$ cat config.mk
export PLATFORM = sky130hd
export DESIGN_NAME = spmv_alu_top
export DESIGN_NICKNAME = d
export VERILOG_FILES = /design/src/verilog/spmv_pkg.sv /design/src/verilog/product_stage.sv /design/src/verilog/segment_reduce.sv /design/src/verilog/row_accumulator.sv /design/src/verilog/spmv_alu_top.sv
export VERILOG_INCLUDE_DIRS = /design/src /design/src/verilog
export SDC_FILE = /design/constraint.sdc
export NUM_CORES = 1
export LEC_CHECK = 0
export BUFFER_PORTS_ARGS = -buffer_cell sky130_fd_sc_hd__buf_2
export CAP_MARGIN = 0
export CORE_MARGIN = 5
export CORE_UTILIZATION = 45
export DETAILED_ROUTE_END_ITERATION = 8
export PLACE_DENSITY = 0.65
export SYNTH_ARGS = -nofsm -noshare
export SYNTH_HDL_FRONTEND = slang
export SYNTH_HIERARCHICAL = 1
export SYNTH_SLANG_ARGS = --single-unit
$ cat constraint.sdc
create_clock -name clk -period 19 [get_ports clk]
set_clock_uncertainty 0.05 [all_clocks]
set_input_delay 0.95 -clock clk [delete_from_list [all_inputs] [get_ports clk]]
set_output_delay 0.95 -clock clk [all_outputs]
set_load 0.05 [all_outputs]
$ cat src/verilog/spmv_params.svh
// sparse-row dot product widths
`ifndef SPMV_PARAMS_SVH
`define SPMV_PARAMS_SVH

// lanes carried by one input beat
`define SPMV_LANES 4

// signed matrix or vector element
`define SPMV_ELEM_W 8

// one lane product, 8 x 8 signed
`define SPMV_PROD_W 16

// in-beat segment sum, up to four products
`define SPMV_SEG_W 18

// row sum, wraps modulo 2^24
`define SPMV_ACC_W 24

// row or segment count, 0 to 4
`define SPMV_CNT_W 3

`endif

$ cat src/verilog/spmv_pkg.sv
// sparse-row dot product types
`default_nettype none

`include "spmv_params.svh"

package spmv_pkg;

    // lane arrays, lane 0 sits at index 0
    typedef logic [`SPMV_LANES-1:0][`SPMV_ELEM_W-1:0] elem_lanes_t;
    typedef logic [`SPMV_LANES-1:0][`SPMV_PROD_W-1:0] prod_lanes_t;
    typedef logic [`SPMV_LANES-1:0][`SPMV_SEG_W-1:0] seg_lanes_t;
    typedef logic [`SPMV_LANES-1:0][`SPMV_ACC_W-1:0] acc_lanes_t;

    // boundary mask, bit i closes a row after product i
    typedef logic [`SPMV_LANES-2:0] bounds_t;

    typedef logic [`SPMV_CNT_W-1:0] count_t;

    // input beat
    typedef struct packed {
        elem_lanes_t mat;
        elem_lanes_t vec;
        bounds_t     bounds;
        logic        cont;
    } spmv_beat_t;

    // after the multiply stage
    typedef struct packed {
        prod_lanes_t prod;
        bounds_t     bounds;
        logic        cont;
    } prod_beat_t;

    // segment sums packed from lane 0, unused lanes zero
    typedef struct packed {
        seg_lanes_t sums;
        count_t     seg_count;
        logic       cont;
    } seg_beat_t;

    // completed rows, lanes at or above row_count are zero
    typedef struct packed {
        count_t     row_count;
        acc_lanes_t sums;
    } row_result_t;

endpackage

`default_nettype wire

$ cat src/verilog/product_stage.sv
// lane multiply stage
`default_nettype none

`include "spmv_params.svh"

module product_stage (
    input  wire logic                clk,
    input  wire logic                rst,
    input  wire logic                in_valid,
    input  wire spmv_pkg::spmv_beat_t in_beat,
    output logic                     prod_valid,
    output spmv_pkg::prod_beat_t     prod
);

    spmv_pkg::prod_beat_t prod_d;

    // four signed 8 x 8 products, control fields ride along
    always_comb begin
        prod_d = '0;
        for (int i = 0; i < `SPMV_LANES; i++) begin
            prod_d.prod[i] = $signed(in_beat.mat[i]) * $signed(in_beat.vec[i]);
        end
        prod_d.bounds = in_beat.bounds;
        prod_d.cont   = in_beat.cont;
    end

    // payload loads every edge, valid follows in_valid
    always_ff @(posedge clk or negedge rst) begin
        if (!rst) begin
            prod_valid <= 1'b0;
            prod       <= '0;
        end else begin
            prod_valid <= in_valid;
            prod       <= prod_d;
        end
    end

endmodule

`default_nettype wire

$ cat src/verilog/segment_reduce.sv
// mask driven segment summation
`default_nettype none

`include "spmv_params.svh"

module segment_reduce (
    input  wire logic                clk,
    input  wire logic                rst,
    input  wire logic                prod_valid,
    input  wire spmv_pkg::prod_beat_t prod,
    output logic                     seg_valid,
    output spmv_pkg::seg_beat_t      seg
);

    // product widened to segment width
    function automatic logic [`SPMV_SEG_W-1:0] sext_prod(
        input logic [`SPMV_PROD_W-1:0] p
    );
        sext_prod = {{(`SPMV_SEG_W - `SPMV_PROD_W){p[`SPMV_PROD_W-1]}}, p};
    endfunction

    // bit i set means a segment ends after product i
    logic [`SPMV_LANES-1:0] seg_end;

    // running sum of the open segment
    logic [`SPMV_SEG_W-1:0] run_sum;

    // next free output lane, ends up as the segment count
    spmv_pkg::count_t seg_idx;

    spmv_pkg::seg_beat_t seg_d;

    // the last product always closes a segment
    assign seg_end = {1'b1, prod.bounds};

    // walk left to right, emit a sum at each boundary
    always_comb begin
        run_sum = '0;
        seg_idx = '0;
        seg_d   = '0;
        for (int i = 0; i < `SPMV_LANES; i++) begin
            run_sum = run_sum + sext_prod(prod.prod[i]);
            if (seg_end[i]) begin
                seg_d.sums[seg_idx] = run_sum;
                seg_idx             = seg_idx + 1'b1;
                run_sum             = '0;
            end
        end
        // one per set mask bit, plus the closing lane
        seg_d.seg_count = seg_idx;
        seg_d.cont      = prod.cont;
    end

    always_ff @(posedge clk or negedge rst) begin
        if (!rst) begin
            seg_valid <= 1'b0;
            seg       <= '0;
        end else begin
            seg_valid <= prod_valid;
            seg       <= seg_d;
        end
    end

endmodule

`default_nettype wire

$ cat src/verilog/row_accumulator.sv
// cross-beat row accumulator
`default_nettype none

`include "spmv_params.svh"

module row_accumulator (
    input  wire logic               clk,
    input  wire logic               rst,
    input  wire logic               seg_valid,
    input  wire spmv_pkg::seg_beat_t seg,
    output logic                    out_valid,
    output spmv_pkg::row_result_t   out_rows
);

    // segment sum widened to row width
    function automatic logic [`SPMV_ACC_W-1:0] sext_seg(
        input logic [`SPMV_SEG_W-1:0] s
    );
        sext_seg = {{(`SPMV_ACC_W - `SPMV_SEG_W){s[`SPMV_SEG_W-1]}}, s};
    endfunction

    // open row from an earlier beat
    logic [`SPMV_ACC_W-1:0] carry;
    logic                   carry_pend;

    spmv_pkg::acc_lanes_t   row_sums;
    spmv_pkg::count_t       last_idx;
    spmv_pkg::count_t       rows_done;
    logic [`SPMV_ACC_W-1:0] carry_d;
    spmv_pkg::row_result_t  result_d;

    always_comb begin
        for (int i = 0; i < `SPMV_LANES; i++) begin
            row_sums[i] = sext_seg(seg.sums[i]);
        end
        // pending carry joins the first segment
        if (carry_pend) begin
            row_sums[0] = row_sums[0] + carry;
        end

        last_idx = seg.seg_count - 1'b1;

        // last segment stays open when cont is set
        carry_d = '0;
        for (int i = 0; i < `SPMV_LANES; i++) begin
            if (`SPMV_CNT_W'(i) == last_idx) begin
                carry_d = row_sums[i];
            end
        end
        rows_done = seg.cont ? last_idx : seg.seg_count;

        // zero every lane past the completed rows
        result_d           = '0;
        result_d.row_count = rows_done;
        for (int i = 0; i < `SPMV_LANES; i++) begin
            if (`SPMV_CNT_W'(i) < rows_done) begin
                result_d.sums[i] = row_sums[i];
            end
        end
    end

    always_ff @(posedge clk or negedge rst) begin
        if (!rst) begin
            out_valid  <= 1'b0;
            out_rows   <= '0;
            carry      <= '0;
            carry_pend <= 1'b0;
        end else begin
            out_valid <= seg_valid;
            out_rows  <= seg_valid ? result_d : '0;
            // idle cycles keep an open row
            if (seg_valid) begin
                carry      <= seg.cont ? carry_d : '0;
                carry_pend <= seg.cont;
            end
        end
    end

endmodule

`default_nettype wire

$ cat src/verilog/spmv_alu_top.sv
// sparse-row dot product top
`default_nettype none

module spmv_alu_top (
    input  wire logic                clk,
    input  wire logic                rst,
    input  wire logic                in_valid,
    input  wire spmv_pkg::spmv_beat_t in_beat,
    output logic                     out_valid,
    output spmv_pkg::row_result_t    out_rows
);

    // stage 1 to stage 2
    logic                 prod_valid;
    spmv_pkg::prod_beat_t prod_beat;

    // stage 2 to stage 3
    logic                 seg_valid;
    spmv_pkg::seg_beat_t  seg_beat;

    // multiply the four lanes
    product_stage product_stage_inst (
        .clk        (clk),
        .rst        (rst),
        .in_valid   (in_valid),
        .in_beat    (in_beat),
        .prod_valid (prod_valid),
        .prod       (prod_beat)
    );

    // fold products into segments
    segment_reduce segment_reduce_inst (
        .clk        (clk),
        .rst        (rst),
        .prod_valid (prod_valid),
        .prod       (prod_beat),
        .seg_valid  (seg_valid),
        .seg        (seg_beat)
    );

    // join rows across beats, three cycles in total
    row_accumulator row_accumulator_inst (
        .clk       (clk),
        .rst       (rst),
        .seg_valid (seg_valid),
        .seg       (seg_beat),
        .out_valid (out_valid),
        .out_rows  (out_rows)
    );

endmodule

`default_nettype wire

=== Yosys cells after proc, flatten, opt, wreduce, memory -nomap -nowiden ===
Index checks and enable logic that the tools add are counted.

* Flip-flop bits (word level): 271
* Bits of input ports: 71
* Output and inout port bits: 100
* Logic and storage cells: 81

* $add $sub $neg: 8
* Multipliers: 4
* Magnitude comparators: 10
* Equality and inequality tests: 3
* Muxes and demuxes: 30
* Reductions and logical operators: 4

{| class="wikitable"
|+ Operators by type and width
! cell !! count
|-
| $mux W24 || 10
|-
| $bwmux W72 || 3
|-
| $mux W72 || 2
|-
| $mux W18 || 7
|-
| $demux W18 S2 || 3
|-
| $mux W99 || 1
|-
| $mul A8 B8 Y16 || 4
|-
| $add A18 B18 Y18 || 3
|-
| $add A24 B24 Y24 || 1
|-
| $mux W3 || 3
|-
| $add A3 B1 Y3 const B || 2
|-
| $eq A2 B3 Y1 const A || 2
|-
| $ge A3 B1 Y1 const B || 2
|-
| $lt A1 B3 Y1 const A || 2
|-
| $lt A2 B3 Y1 const A || 2
|-
| $lt A3 B3 Y1 const B || 2
|-
| $eq A1 B3 Y1 const A || 1
|-
| $logic_and A1 B1 Y1 || 3
|-
| $logic_not A3 Y1 || 1
|-
| $lt A1 B3 Y1 const B || 1
|-
| $sub A3 B1 Y3 const B || 1
|-
| $add A1 B1 Y2 const B || 1
|-
| $ge A1 B1 Y1 const B || 1
|-
| $mux W1 || 1
|}

=== Logic depth before layout (Yosys ltp) ===
* Depth in word-level cells: 10
* Gate-level depth with buffers: 28
* Depth with buffers taken out: 26

=== Hierarchy ===
The synthesis kept the hierarchy.

{| class="wikitable"
|+ By module, submodules not included
! module !! instances !! cells an instance !! area an instance (um^2) !! seq. area each (um^2)
|-
| product_stage || 1 || 1195 || 11721.2 || 1726.7
|-
| segment_reduce || 1 || 712 || 6119.6 || 1926.8
|-
| row_accumulator || 1 || 622 || 5985.7 || 2677.6
|}

=== Worst setup path after synthesis ===
Ideal clock, no wire load.

* Path kind: reg-to-reg
* Start point: register, netlist name product_stage_inst/prod[1]
* End point: register, netlist name segment_reduce_inst/seg[57]
* Setup time: 0.069 ns
* Arrival: 6.103 ns
* Required time: 18.881 ns
* Setup slack: 12.778 ns
* Stages on the path, launching flop included: 26
* Buffers on the path: 4
* Clock period less this slack: 6.222 ns
* Cell sequence: dfrtp_1 > clkbuf_1 > clkbuf_1 > clkbuf_1 > nor2b_1 > ha_1 > a21oi_1 > o21bai_1 > o31a_1 > a41o_1 > a2111oi_0 > o21ai_0 > and3_1 > ha_1 > or2_2 > o31ai_1 > a21oi_1 > xor2_1 > nor2b_1 > ha_1 > clkbuf_1 > nor3_1 > a2111oi_0 > o211ai_1 > or4_1 > nand3_1

==> results.md <==
* Worst Tran Pin Value at 1.20 ns
* Final setup violation count at 0
* Synth top area cells: dfrtp_1, fa_1, ha_1, and2_1, inv_1
* Distinct cell type count after synthesis at 87
* Final Hold Fails at 0
* Dominant synthesized flop cell: dfrtp_1
* Synth warn at 6
* Post-synth EDFFs at 0
* Total power draw at around 0.0046 W
* Yosys reg bits at 253
* Routed vias at 18.6k
* R2R depth at 24
* Worst-path clk slew at 0.07 ns
* Cells after DPL at 3323
* Detail Route Antenna Nets at 0
* Drt total wl at 66.1 mm
* Worst skew pair latency at about 0.56 ns
* HP Start: product_stage_inst/prod_valid
* Met2 Usage GRT at 39.1%
* Final Non-Filler Cells at 3373
* Reg2reg setup slack at 11.91 ns
* Worst setup EP type: register
* Leak at 13.0 nW
* Total global-route track usage at a little under a quarter
* Core area at 52600 um2
* I/O pin total at 171
* Drt pass-1 iters at 6
* Crit Path Max Fanout at 35
* PwrDens at 176 nW/um2
* Mapped cell area at 23800 um2
* Final instance area at 26200 um2
* Antenna violations before repair at 1
* Worst r2r src: product_stage_inst/prod[1]
* MaxCap Viol Count at 0
* DP Area at 25300 um2
* Worst min path class: reg -> reg
* Starting Density at 45.3%
* Endpoint, Worst Hold: segment_reduce_inst/seg_valid
* Met1 Use GR at 29.6%
* Top achievable clock speed at about 140 MHz
* Full die area at 57700 um2
* Unrepaired setup endpoints after global routing: false
* Critical setup path kind: reg -> reg
* Fin crit share at between 30 and 40%
* Syn nets at 3025
* Clock Sink Count at 253
* # nets final at 3160
* WHS Path Cells at 0
* Buffers added on ports at 170
* Max VDD drop at between 0.00009 and 0.0001 V
* Vias in the first global route at 19.3k
* Syn avg cell area at 9.42 um2
* Async set or reset register ratio after synthesis at 100%
* Layout cells sized above 1 at 9.95%
* Placed wire-length estimate at about 54 mm
* Grt ovf at 0
* Status: completed
* Max-slew headroom at 19.6%
* Avg WL per Cell at around 20 um
* Root Buffer: clkbuf_16
* Share of the synthesized area in the top cell type at 26.6%
* Global routing's busiest layer: met2
* CTS-repair resized insts at 0
* Worst EP required at 19.45 ns
* Area growth from synthesis to layout at 10.1%
* Largest net degree at the start of global routing at 130
* Cts hold-fix bufs at 0
* Gpl congestion at ~1
* First DRT Iteration DRCs at about 1.3k
* Num CTS Buffers at 27
* H-tree depth at 1
* Die Width at 240 um
* R2r endpoint: segment_reduce_inst/seg[57]
* First-pass GRT wire length at 106 mm
* Cells after Synth at between 2k and 3k
* Worst setup SP type: register
* DRC errors left at 0
* Post-CTS Setup Repair Bufs at 0
* Cell Rows at 84
* Via-to-Cell Ratio at 5.50
* Critical path arrival at 7.53 ns
* Final min period at slightly above 7 ns
* Setup TNS Final at 0 ns
* Cell taking the most area after synthesis: dfrtp_1
* Grt met3 use at 2.41%
* TritonCTS clock tree: done
* Final Max Slew Viols at 0
* Clk buf depth at 3
* Final Hold Slack at 0.307 ns
* Die H at 240 um
* Seq/Total Area, Yosys at 26.6%
* Crit path launch: product_stage_inst/prod[1]
[placed cells by master (no fill, tap or decap), drive strengths merged, types with 8 or more instances in the layout]
cell type,synthesis,routed
a21o,35,35
and3,39,39
o21bai,12,12
o221ai,8,8
a22o,11,11
nor2,108,108
a221oi,25,25
o211ai,24,24
nor3,37,37
nand2,172,172
nand3,45,45
dfrtp,253,253
nand2b,24,24
mux2i,16,16
a31oi,13,13
fa,224,224
a21oi,100,100
xnor2,91,91
o22ai,26,26
xor2,32,32
clkbuf,55,34
nor2b,57,57
a211oi,20,20
o21ai,116,116
ha,201,201
o21a,10,10
a2111oi,8,8
o31ai,8,8
and2,236,236
or4,8,8
buf,30,191
inv,366,367
[metal layers]
layer	up-vias	wire [um]	part of all wire (%)
met1	9199	27500	42
met3	159	2820	4.3
met5	-	0	0
met4	0	3710	5.6
li1	8696	-	-
met2	502	32100	49
[power breakdown]
group	internal [W]	leakage, nW	switching [W]
clock	0.000333	0.458	0.000230
combinational	0.00118	9.34	0.00202
sequential	0.000725	3.24	0.000133
[cell usage after synthesis, drive strengths merged, types with 32 or more instances]
cell,n
and2,236
inv,366
a21oi,100
dfrtp,253
fa,224
nand3,45
o21ai,116
and3,39
nor2,108
xor2,32
nor3,37
ha,201
clkbuf,55
xnor2,91
nor2b,57
nand2,172
a21o,35
[layout make-up]
cell class / instances / area (um2)
clock inverters: 15 / 213
repair buffers: 191 / 1020
well taps: 688 / 861
fillers: 4970 / 26300
diodes: 1 / 2.50
multi-input cells: 1825 / 15700
inverters: 366 / 1370
flip-flops and latches: 253 / 6330
clock buffers: 34 / 742
[worst max-delay path by stage]
stage | end | slack, ns | depth (start not counted)
final | segment_reduce_inst/seg[57] | 11.91 | 24
after detailed placement | segment_reduce_inst/seg[57] | 12.04 | 24
after CTS | segment_reduce_inst/seg[57] | 11.99 | 24
after global placement | segment_reduce_inst/seg[57] | 12.29 | 24
after floorplan | segment_reduce_inst/seg[57] | 12.78 | 25
after global routing | segment_reduce_inst/seg[57] | 11.24 | 24
[critical path, cell delays in order, from the launching register on]
cell       delay (ns)
dfrtp_1          0.33
buf_4            0.33
inv_1            0.19
nand2_1          0.15
inv_1            0.05
ha_1             0.29
a211oi_2         0.25
nor3_1           0.10
o31a_1           0.32
a41o_1           0.32
a2111oi_0        0.50
o21ai_0          0.27
and3_1           0.24
ha_1             0.30
or2_2            0.30
o31ai_1          0.08
a21oi_1          0.09
xor2_1           0.34
nor2b_1          0.19
ha_1             0.38
and3_1           0.22
a2111oi_0        0.69
o211ai_1         0.42
or4_1            0.50
nand3_1          0.11
[flip-flops by register name (all words and copies together) (netlist names)]
name / cells
row_accumulator_inst/carry_pend: 1
row_accumulator_inst/out_valid: 1
segment_reduce_inst/seg: 76
product_stage_inst/prod: 68
row_accumulator_inst/out_rows: 81
segment_reduce_inst/seg_valid: 1
row_accumulator_inst/carry: 24
product_stage_inst/prod_valid: 1
[cell families after synthesis]
family / after synthesis / synth area share, %
flip-flops: 253 / 26.6
buffers and inverters: 451 / 7.57
XOR/XNOR: 125 / 4.71
AND/OR/NAND/NOR: 759 / 16.7
adder cells (fa/ha/maj): 425 / 29.4
AO/OA/AOI/OAI: 495 / 14.1
multiplexers: 21 / 0.908
[metrics by stage]
stage          setup slack, ns  utilization, %
2_1_floorplan            12.78               -
3_3_place_gp             12.29            48.1
3_5_place_dp             12.04            48.1
4_1_cts                  11.99            49.9
5_1_grt                  11.24            49.9
6_report                 11.91            49.9
No activity file was read; power rests on OpenSTA's default activity.
